**src/source/ntt_pkg.sv**
```systemverilog
// ------------------------------
// NTT arithmetic definitions
//   modulus and Montgomery constants
//   coefficient and index types
//   forward twiddle table
//   engine state encoding
// ------------------------------
`default_nettype none

package ntt_pkg;

    // ------------------------------
    // block geometry
    // ------------------------------
    localparam int N_COEFF          = 128;
    localparam int LOG_N            = 7;
    localparam int NIBBLES_PER_WORD = 8;
    localparam int WORDS_PER_BLOCK  = 16;

    // residues live in [0, q)
    typedef logic [13:0]      coeff_t;
    typedef logic [LOG_N-1:0] coeff_idx_t;

    localparam coeff_t      Q         = 14'd12289;
    // -q^-1 mod 2^16, Montgomery radix R = 2^16
    localparam logic [15:0] Q_NEG_INV = 16'd12287;

    // ------------------------------
    // twiddles in Montgomery form
    // ------------------------------
    // index k = 2^stage + group, slot 0 never addressed
    localparam coeff_t TWIDDLES [N_COEFF] = '{
        0,     7888,  11060, 11208, 6960,  4342,  6275,  9759,
        1591,  6399,  9477,  5266,  586,   5825,  7538,  9710,
        1134,  6407,  1711,  965,   7099,  7674,  3743,  6442,
        10414, 8100,  1885,  1688,  1364,  10329, 10164, 9180,
        12210, 6240,  997,   117,   4783,  4407,  1549,  7072,
        2829,  6458,  4431,  8877,  7144,  2564,  5664,  4042,
        12189, 432,   10751, 1237,  7610,  1534,  3983,  7863,
        2181,  6308,  8720,  6570,  4843,  1690,  14,    3872,
        5569,  9368,  12163, 2019,  7543,  2315,  4673,  7340,
        1553,  1156,  8401,  11389, 1020,  2967,  10772, 7045,
        3316,  11236, 5285,  11578, 10637, 10086, 9493,  6180,
        9277,  6130,  3323,  883,   10469, 489,   1502,  2851,
        11061, 9729,  2742,  12241, 4970,  10481, 10078, 1195,
        730,   1762,  3854,  2030,  5892,  10922, 9020,  5274,
        9179,  3604,  3782,  10206, 3180,  3467,  4668,  2446,
        7613,  9386,  834,   7703,  6836,  3403,  5351,  12276
    };

    // engine FSM
    typedef enum logic [1:0] {
        st_idle,
        st_compute,
        st_drain
    } engine_state_e;

endpackage

`default_nettype wire

```
**src/source/wb_pkg.sv**
```systemverilog
// ------------------------------
// bus and port structs
//   Wishbone request / response
//   output coefficient stream
//   row load and butterfly writes
// ------------------------------
`default_nettype none

package wb_pkg;
    import ntt_pkg::*;

    // host side, held until ack
    typedef struct packed {
        logic        cyc;
        logic        stb;
        logic        we;
        logic [31:0] dat;
    } wb_req_t;

    typedef struct packed {
        logic ack;
    } wb_rsp_t;

    typedef struct packed {
        logic   valid;
        coeff_t data;
    } coeff_stream_t;

    // one word unpacked, lands at indices 8*row .. 8*row+7
    typedef struct packed {
        logic                              en;
        logic [3:0]                        row;
        coeff_t [NIBBLES_PER_WORD-1:0]     data;
    } row_wr_t;

    typedef struct packed {
        logic       we;
        coeff_idx_t addr_a;
        coeff_idx_t addr_b;
        coeff_t     data_a;
        coeff_t     data_b;
    } bfly_port_t;

endpackage

`default_nettype wire

```
**src/source/coeff_loader.sv**
```systemverilog
// ------------------------------
// Wishbone classic slave
//   unpacks 32-bit words into
//   rows of eight coefficients
//   and flags a complete block
// ------------------------------
`timescale 1ns/10ps
`default_nettype none

module coeff_loader import ntt_pkg::*, wb_pkg::*; (
    input  logic    clk,
    input  logic    rst_n,
    input  wb_req_t wb_req,
    output wb_rsp_t wb_rsp,
    input  logic    busy,
    output row_wr_t row_wr,
    output logic    block_ready
);

    logic                          ack;
    logic                          full;
    logic                          busy_q;
    logic [3:0]                    word_cnt;
    logic                          row_en;
    logic [3:0]                    row_idx;
    coeff_t [NIBBLES_PER_WORD-1:0] row_data;
    coeff_t [NIBBLES_PER_WORD-1:0] unpacked;
    logic                          take;
    logic                          take_wr;
    logic                          last_word;

    // no ack while the previous one is still on the bus
    assign take      = wb_req.cyc && wb_req.stb && !ack && !full && !busy;
    assign take_wr   = take && wb_req.we;
    assign last_word = (word_cnt == 4'(WORDS_PER_BLOCK - 1));

    // lowest nibble first, zero-extended
    always_comb begin
        for (int i = 0; i < NIBBLES_PER_WORD; i++) begin
            unpacked[i] = coeff_t'(wb_req.dat[4*i +: 4]);
        end
    end

    always_ff @(posedge clk or negedge rst_n) begin
        if (!rst_n) begin
            ack         <= 1'b0;
            row_en      <= 1'b0;
            block_ready <= 1'b0;
            word_cnt    <= '0;
            busy_q      <= 1'b0;
            full        <= 1'b0;
        end else begin
            ack         <= take;
            row_en      <= take_wr;
            block_ready <= take_wr && last_word;
            busy_q      <= busy;
            if (take_wr) begin
                word_cnt <= word_cnt + 4'd1;
            end
            // hold off the next block until the engine has let go
            if (take_wr && last_word) begin
                full <= 1'b1;
            end else if (busy_q && !busy) begin
                full <= 1'b0;
            end
        end
    end

    always_ff @(posedge clk) begin
        if (take_wr) begin
            row_idx  <= word_cnt;
            row_data <= unpacked;
        end
    end

    assign wb_rsp = '{ack: ack};
    assign row_wr = '{en: row_en, row: row_idx, data: row_data};

endmodule

`default_nettype wire

```
**config.mk**
```make
export PLATFORM = sky130hd
export DESIGN_NAME = coeff_loader
export DESIGN_NICKNAME = d
export VERILOG_FILES = /design/src/source/ntt_pkg.sv /design/src/source/wb_pkg.sv /design/src/source/coeff_loader.sv
export SDC_FILE = /design/constraint.sdc
export NUM_CORES = 1
export LEC_CHECK = 0
export ABC_AREA = 1
export ABC_CLOCK_PERIOD_IN_PS = 1800
export BUFFER_PORTS_ARGS = -buffer_cell sky130_fd_sc_hd__buf_4
export CAP_MARGIN = 20
export CORE_ASPECT_RATIO = 0.8
export CORE_MARGIN = 1.5
export CORE_UTILIZATION = 35
export CTS_CLUSTER_SIZE = 30
export DETAILED_ROUTE_END_ITERATION = 10
export PLACE_DENSITY = 0.78
export SLEW_MARGIN = 10
export SYNTH_ARGS = -nofsm -noshare
export SYNTH_HDL_FRONTEND = slang
export SYNTH_SLANG_ARGS = --single-unit
```
**constraint.sdc**
```tcl
create_clock -name clk -period 1.8 [get_ports clk]
set_clock_uncertainty 0.05 [all_clocks]
set_input_delay 0.36 -clock clk [delete_from_list [all_inputs] [get_ports clk]]
set_output_delay 0.36 -clock clk [all_outputs]
set_load 0.01 [all_outputs]
```
# Yosys cells after proc, flatten, opt, wreduce, memory -nomap -nowiden
# Index checks and enable logic that the tools add are counted.
[op_classes]
n_reduce_logical = 11
eq_ne = 1
addsub = 1
mux = 2
[ops]
columns = ["cell", "n"]
rows = [
  ["1-bit logical AND", 7],
  ["4-bit by 1-bit adder with 4-bit output, second input constant", 1],
  ["4-bit equality test, second input constant", 1],
  ["1-bit logical NOT", 3],
  ["1-bit two-way mux", 2],
  ["2-bit nonzero test", 1],
]
[totals]
in_bits = 38
word_cells = 30
output_inout_bits = 119
reg_bits = 45

# Depth between registers and ports, before layout
# Gate-level depths: netlist (run 1).
[logic_depth]
word_depth = 7
ltp_mapped = 6
mapped_depth_nobuf = 6

# Least setup slack after synthesis (run 1)
# Ideal clock, no wire load.
[synth_path]
path_kind = "reg2reg"
from = "register ack, in the netlist wb_rsp"
to = "register row_idx[0] (enable)"
setup_time_ns = 0.383
arrival_time_ns = 1.268
required_time_ns = 1.367
synth_period_minus_slack_ns = 1.701
setup_slack_ns = 0.099
path_buffers = 0
path_stages_with_launch = 4
path_cell_list = "dfrtp_1 > nor2_4 > nand2_4 > nor2_4"
[synth_via]
elab_chain_cells = 5
[synth_rtl]
columns = ["item", "line", "rtl"]
rows = [
  ["start: declaration", "coeff_loader.sv:20", "logic ack;"],
  ["start signal: assignment", "coeff_loader.sv:53", "ack <= take;"],
  ["1-bit logical NOT", "coeff_loader.sv:33", "assign take = wb_req.cyc && wb_req.stb && !ack && !full && !busy;"],
  ["1-bit logical AND (3 in a row)", "coeff_loader.sv:33", ""],
  ["1-bit logical AND", "coeff_loader.sv:34", "assign take_wr = take && wb_req.we;"],
  ["net take_wr", "coeff_loader.sv:29", "logic take_wr;"],
  ["end signal: assignment", "coeff_loader.sv:71", "row_idx <= word_cnt;"],
  ["end: declaration", "coeff_loader.sv:25", "logic [3:0] row_idx;"],
]
# The timed path passes the listed nets, and every way through them passes these cells.
# A chain may end at the register's enable or synchronous reset.

# Worst setup path after layout (run 1)
[layout_path]
from = "register ack, in the netlist wb_rsp"
to = "register row_data (netlist bit row_wr[100]) (enable)"
[layout_via]
elab_chain_cells = 5
[layout_rtl]
columns = ["item", "line", "rtl"]
rows = [
  ["1-bit logical NOT", "coeff_loader.sv:33", ""],
  ["1-bit logical AND (3 in a row)", "coeff_loader.sv:33", ""],
  ["1-bit logical AND", "coeff_loader.sv:34", ""],
  ["net take_wr", "coeff_loader.sv:29", ""],
  ["end signal: assignment", "coeff_loader.sv:72", "row_data <= unpacked;"],
  ["end: declaration", "coeff_loader.sv:26", "coeff_t [NIBBLES_PER_WORD-1:0] row_data;"],
]
# The timed path passes the listed nets, and every way through them passes these cells.

==> impl_results.md, run 1 <==
* P_leak at 1.237 nW
* Synth cell count leaders: 81 x buf_4, 36 x edfxtp_1, 12 x nand2_1
* EDFF count, synth at 36
* Top post-synthesis cells by area: edfxtp_1 51%, buf_4 29%, dfrtp_1 11%
* Initial Utilization at a little over a third
* Netlist area before placement at approximately 2100 sq um
* Largest net degree at the start of global routing at 40
* Antenna cells at 0
* Fraction of power consumed by sequential logic at between 50% and 60%
* Total number of vias at roughly 1100
* Cell row count at 25
* Max_cap viols at 0
* Sw frac at a little under a quarter
* CP max stage delay at 0.41 ns
* Most frequent cell after synthesis: buf_4
* Crit-path cells: nor2_4, nand2_4, nor2_4, buf_12
* Crit. End Element: flop
* Async S/R FF share, synth at about 20%
* Post-DP HPWL at approximately 2400 um
* Mean routed wirelength per cell at approximately 9.6 um
* Resized cells post-CTS at 0
* Clk buf depth at 2
* Status: complete, no violations
* GRT Resource Usage Total at 8.517%
* Mapped Cells at 161
* Die area at around 6600 sq um
* Core area at around 6000 sq um
* Met3 WL at 329 um
* Critical Path Slowest Stage Cell: dfrtp_1
* Share of layout cells above drive strength 1 at roughly 38%
* Critical path's most frequent cell: nor2_4
* Power consumption at 2.198 mW
* Synth Register Bits at 45
* Die Y at 72.73 um
* Fin Setup TNS at 0 ns
* Fmax at roughly 730 MHz
* RSZ-0062 raised after global routing: no
* Final Setup Violations at 0
* GRT overflow at 0
* Post-route DRC at 0
* Ys Warns at 0
* Sequential area share after synthesis at a little over 60%
* Total CTS buffers at 5
* ANT nets after route at 0
* Critical path type: reg -> reg
* Fill count at 515
* Initial antenna violation count at 0
* DR WL met2 at between 1500 and 2000 um
* Post-route met1 wirelength at about 1200 um
* Final hold violation count at 0
* Vias in the first global route at approximately 880
* Power density over the cells at about 840 nW/um^2
* Synth area leader: edfxtp_1
* Worst Path Required at roughly 1.7 ns
* Synth unique cells at 18
* First-pass GRT wire length at around 4300 um
* Nets at between 200 and 300
* 1st-iter DRT viols at just under 60
* Top layer in use: met4
* Reg clk slew, reported paths at 0.08 ns
* Power share of the combinational group at between 10% and 20%
* CTS tree: yes
* H-tree depth at 2
* # IOs at approximately 160
* CP Max Fanout at 39
* Worst endpoint data arrival time at roughly 1.3 ns
* Port bufs at 76
* Synth Flop Type: edfxtp_1
* Hold Path Class: in -> reg
* Max IR drop VDD at approximately 0.27 mV
* Worst-skew pair later-pin latency at around 0.28 ns
* Mapped Avg Cell Area at roughly 13 sq um
* RePlAce Congestion at 0.6867
* DR vias/cell at about 3.5
* Final period util at between 70% and 80%
* Sw Pwr at 0.5075 mW
* Min Tclk post-route at 1.370 ns
* Slew Limit Fails at 0
* DRT Pass-1 Iters at 4
* Clk pwr share at around a third
* Clk root buf: clkbuf_8
* Synthesis-to-finish area growth at 23.24%
* Internal power at 1.691 mW
* Top-area cell type share of the netlist area at between 50% and 60%
* Die X at 90.16 um
* Routed WL at approximately 3100 um
* Clock sink count at between 40 and 50
* Startpoint types: flop
[power groups by stage]
stage / logic, mW / registers [mW] / clock network (mW)
after floorplan: 0.279 / 1.25 / 0
after global placement: 0.257 / 1.25 / 0
after detailed placement: 0.265 / 1.25 / 0
after CTS: 0.267 / 1.23 / 0.726
after global routing: 0.298 / 1.23 / 0.762
final: 0.267 / 1.23 / 0.702
[path summary, 6_finish.rpt]
path | start | end | cells after the start | slack, ns
min in group asynchronous | rst_n | block_ready | 2 | 0.39
setup / recovery | wb_rsp | row_wr[100] | 4 | 0.43
hold reg to reg | word_cnt[3] | row_idx[3] | 0 | 0.52
hold / removal | busy | busy_q | 1 | 0.16
max in group asynchronous | rst_n | word_cnt[2] | 2 | 1.17
setup reg to reg | wb_rsp | row_wr[100] | 4 | 0.43
[cell type report]
class	count	area (sq um)	area share, %
inverters	6	22.52	0.8592
well taps	81	101.3	3.866
clock inverters	2	35.03	1.337
flip-flops and latches	45	1306	49.83
repair buffers	78	600.6	22.91
multi-input cells	108	486.7	18.57
clock buffers	5	68.82	2.625
[what timing repair did]
item,CTS,global route
endpoints found under the hold margin,9,0
hold buffers,1,0
buffers inserted,0,0
[placed cells by master, fill, tap and decap left out, drive strengths merged]
master / count
inv: 6
edfxtp: 36
nand3: 3
clkinv: 1
clkbuf: 5
conb: 80
nor2: 3
nand2: 14
xnor2: 1
dfrtp: 9
ha: 1
o21ai: 3
bufinv: 1
nand4: 2
dlygate4sd3: 1
buf: 77
nor3: 1
[through the flow]
step           hold WS (ns)  worst slack (ns)  util, %  area (sq um)  cells
3_5_place_dp         0.1408            0.3605    42.64          2507    317
5_1_grt              0.1570            0.3608    44.57          2621    325
3_3_place_gp         0.1415            0.3953    42.64          2507    317
4_1_cts              0.1542            0.4222    44.57          2621    325
2_1_floorplan       0.01441           0.09945        -          2424    240
6_report             0.1645            0.4301    44.57          2621    325
[critical path: cells and delay by family, from the launching register on]
kind                   cells  cell delay, ns
and+or+nand+nor            3            0.37
DFF                        1            0.41
buffers and inverters      1            0.22
[registers in the layout, summed over array words and instances, names as in the netlist]
name and flops:
full 1, wb_rsp 1, row_en 1, row_wr 32, row_idx 4, word_cnt 4
block_ready 1, busy_q 1
[cells by family after synthesis]
logic type	count (synthesis)	synth area share, %
buffers and inverters	87	29.65
other	1	0.1763
and+or+nand+nor	23	6.882
xor gates and xnor gates	1	0.4118
DFF	45	61.41
AOI/OAI and AO/OA	3	0.8820
adders and majority gates	1	0.5881
[layer usage]
| layer | GRT usage [%] | vias up |
|---|---|---|
| met4 | 2.646 | 0 |
| met5 | 0 | - |
| met3 | 2.708 | 2 |
| met1 | 9.886 | 513 |
| li1 | - | 527 |
| met2 | 15.24 | 93 |
Power figures use the tool's default switching activity.
==> run 2: changes to the inputs <==
--- a/config.mk
+++ b/config.mk
@@ -6,7 +6,7 @@
 export NUM_CORES = 1
 export LEC_CHECK = 0
 export ABC_AREA = 1
-export ABC_CLOCK_PERIOD_IN_PS = 1800
+export ABC_CLOCK_PERIOD_IN_PS = 1410
 export BUFFER_PORTS_ARGS = -buffer_cell sky130_fd_sc_hd__buf_4
 export CAP_MARGIN = 20
 export CORE_ASPECT_RATIO = 0.8
==> constraint.sdc (replaced) <==
create_clock -name clk -period 1.41 [get_ports clk]
set_clock_uncertainty 0.05 [all_clocks]
set_input_delay 0.282 -clock clk [delete_from_list [all_inputs] [get_ports clk]]
set_output_delay 0.282 -clock clk [all_outputs]
set_load 0.01 [all_outputs]
==> run 2 against run 1 <==
Against the previous run:
- count of clock-buffer cells in the layout stayed put
- wire length is 5.7% higher
- highest routed layer unchanged
- power is 29% higher
- critical endpoint unchanged
==> impl_results.md, run 2 (synthesized netlist as in run 1, its figures left out) <==
* Status: complete, no violations (unchanged)
* Core Util, Final at 45.43% (was 44.57%)
* Vias in the first global route at 943 (was 884)
* Leading cell type in the layout, fill and taps excluded: conb_1 (unchanged)
* Met1 global-route usage at 10.55% (was 9.886%)
* Post-route DRC at 0 (unchanged)
* Largest register FFs at 32 (unchanged)
* Mean routed wirelength per cell at 10.01 um (was 9.588 um)
* Cell row count at 25 (unchanged)
* DR vias/cell at 3.523 (was 3.492)
* GR Util met3 at 3.125% (was 2.708%)
* Clk buf depth at 2 (unchanged)
* Critical Path Slowest Stage Cell: dfrtp_1 (unchanged)
* First-pass GRT wire length at 4574 um (was 4333 um)
* ANT nets after route at 0 (unchanged)
* Max IR drop VDD at 0.3506 mV (was 0.2665 mV)
* Commonest cells after routing, fill and taps aside: 80 x conb_1, 77 x buf_4, 36 x edfxtp_1, 12 x nand2_1, 9 x dfrtp_1 (was 80 x conb_1, 76 x buf_4, 36 x edfxtp_1, 12 x nand2_1, 9 x dfrtp_1)
* 1st-iter DRT viols at 37 (was 59)
* Clock sink count at 45 (unchanged)
* Final period util at 96.85% (was 76.11%)
* Initial Utilization at 36.17% (unchanged)
* # IOs at 157 (unchanged)
* GRT Resource Usage Total at 9.275% (was 8.517%)
* Fill count at 522 (was 515)
* Core area at 5881 sq um (unchanged)
* Critical path type: reg -> reg (unchanged)
* Resized cells post-CTS at 0 (unchanged)
* Total number of vias at 1159 (was 1135)
* Synthesis-to-finish area growth at 25.59% (was 23.24%)
* Worst endpoint data arrival time at 1.32 ns (was 1.30 ns)
* GRT overflow at 0 (unchanged)
* Post-DP HPWL at 2476 um (was 2438 um)
* Port bufs at 76 (unchanged)
* Die X at 90.16 um (unchanged)
* CTS tree: yes (unchanged)
* Total CTS buffers at 5 (unchanged)
* Initial antenna violation count at 0 (unchanged)
* Largest net degree at the start of global routing at 40 (unchanged)
* Max_cap viols at 0 (unchanged)
* Worst Path Required at 1.36 ns (was 1.73 ns)
* Reg clk slew, reported paths at 0.08 ns (about the same)
* Antenna cells at 0 (unchanged)
* Nets at 286 (was 283)
* Final Setup Violations at 0 (unchanged)
* Routed WL at 3293 um (was 3116 um)
* Met2 GRT Util at 15.32% (was 15.24%)
* Power density over the cells at 1066 nW/um^2 (was 838.6 nW/um^2)
* Crit. End Element: flop (unchanged)
* Clk root buf: clkbuf_8 (unchanged)
* DRT Pass-1 Iters at 4 (unchanged)
* CP max stage delay at 0.41 ns (about the same)
* Grt peak-use layer: met2 (unchanged)
* Crit-path cells: nor2_4, nand2_4, nor2_4, buf_12 (unchanged)
* Hold Path Class: in -> reg (unchanged)
* RSZ-0062 raised after global routing: no (unchanged)
* Fmax at 732.3 MHz (was 730.0 MHz)
* Die Y at 72.73 um (unchanged)
* Die area at 6557 sq um (unchanged)
* H-tree depth at 2 (unchanged)
* CP Max Fanout at 20 (was 39)
* Worst-skew pair later-pin latency at 0.29 ns (was 0.28 ns)
* Critical path's most frequent cell: nor2_4 (unchanged)
* Startpoint types: flop (unchanged)
* P_leak at 1.255 nW (was 1.237 nW)
* Slew Limit Fails at 0 (unchanged)
* Final worst setup slack at 0.04447 ns (was 0.4301 ns)
* Share of layout cells above drive strength 1 at 38.31% (was 37.70%)
* RePlAce Congestion at 0.7209 (was 0.6867)
* Min Tclk post-route at 1.366 ns (was 1.370 ns)
* Final hold violation count at 0 (unchanged)
* Dpl ws at 0.02233 ns (was 0.3605 ns)
-- run 2: cell types whose count changed in the layout (fill, tap and decap cells not counted), sizes merged --
cell	before	now
clkinvlp	0	1
clkbuf	5	6
buf	77	79
-- run 2: what timing repair did --
item,in CTS,in global routing
buffers inserted,0,0
endpoints found under the setup margin,0,36
hold buffers,1,0
hold endpoints to repair,9,0
-- run 2: cell type report --
cell class	instances	area [sq um]	share of cell area (%)
multi-input cells	108	486.7	18.22
repair buffers	81	644.4	24.12
inverters	6	22.52	0.8431
clock buffers	5	68.82	2.576
flip-flops and latches	45	1306	48.90
well taps	81	101.3	3.794
clock inverters	3	41.29	1.546
-- run 2: through the flow --
step | hold WS (ns) | instances | setup TNS [ns] | cell area [sq um] | power, mW
global route | 0.06361 | 329 | 0 | 2671 | 2.969
CTS | 0.06281 | 327 | 0 | 2635 | 2.869
finish | 0.07318 | 329 | 0 | 2671 | 2.846
global placement | 0.06182 | 318 | 0 | 2515 | 1.920
detailed placement | 0.06506 | 318 | 0 | 2515 | 1.937
floorplan | -0.06359 | 240 | -10.60 | 2424 | 1.947
-- run 2: critical path, delay by kind of cell (launching register included) --
family	cells	cell delay [ns]
and+or+nand+nor	3	0.41
DFF	1	0.41
buffers and inverters	1	0.19
-- run 2: where the power goes --
| group | switching [mW] | internal, mW |
|---|---|---|
| registers | 0.0640 | 1.50 |
| clock network | 0.405 | 0.521 |
| logic | 0.206 | 0.147 |
| total | 0.675 | 2.17 |
-- run 2: layer usage --
layer  vias to the layer above  part of all wire, %
met5                         -                    0
met2                        95                   48
met4                         0                  2.2
li1                        538                    -
met3                         6                   11
met1                       520                   38
-- run 2: path summary, 6_finish.rpt --
| check | start | to | slack [ns] | cells past startpoint |
|---|---|---|---|---|
| max in group asynchronous | rst_n | word_cnt[3] | 0.87 | 2 |
| hold reg to reg | word_cnt[1] | row_idx[1] | 0.52 | 0 |
| setup reg to reg | full | row_wr[100] | 0.04 | 4 |
| min in group asynchronous | rst_n | wb_rsp | 0.29 | 2 |
| setup / recovery | full | row_wr[100] | 0.04 | 4 |
| hold / removal | busy | busy_q | 0.07 | 1 |
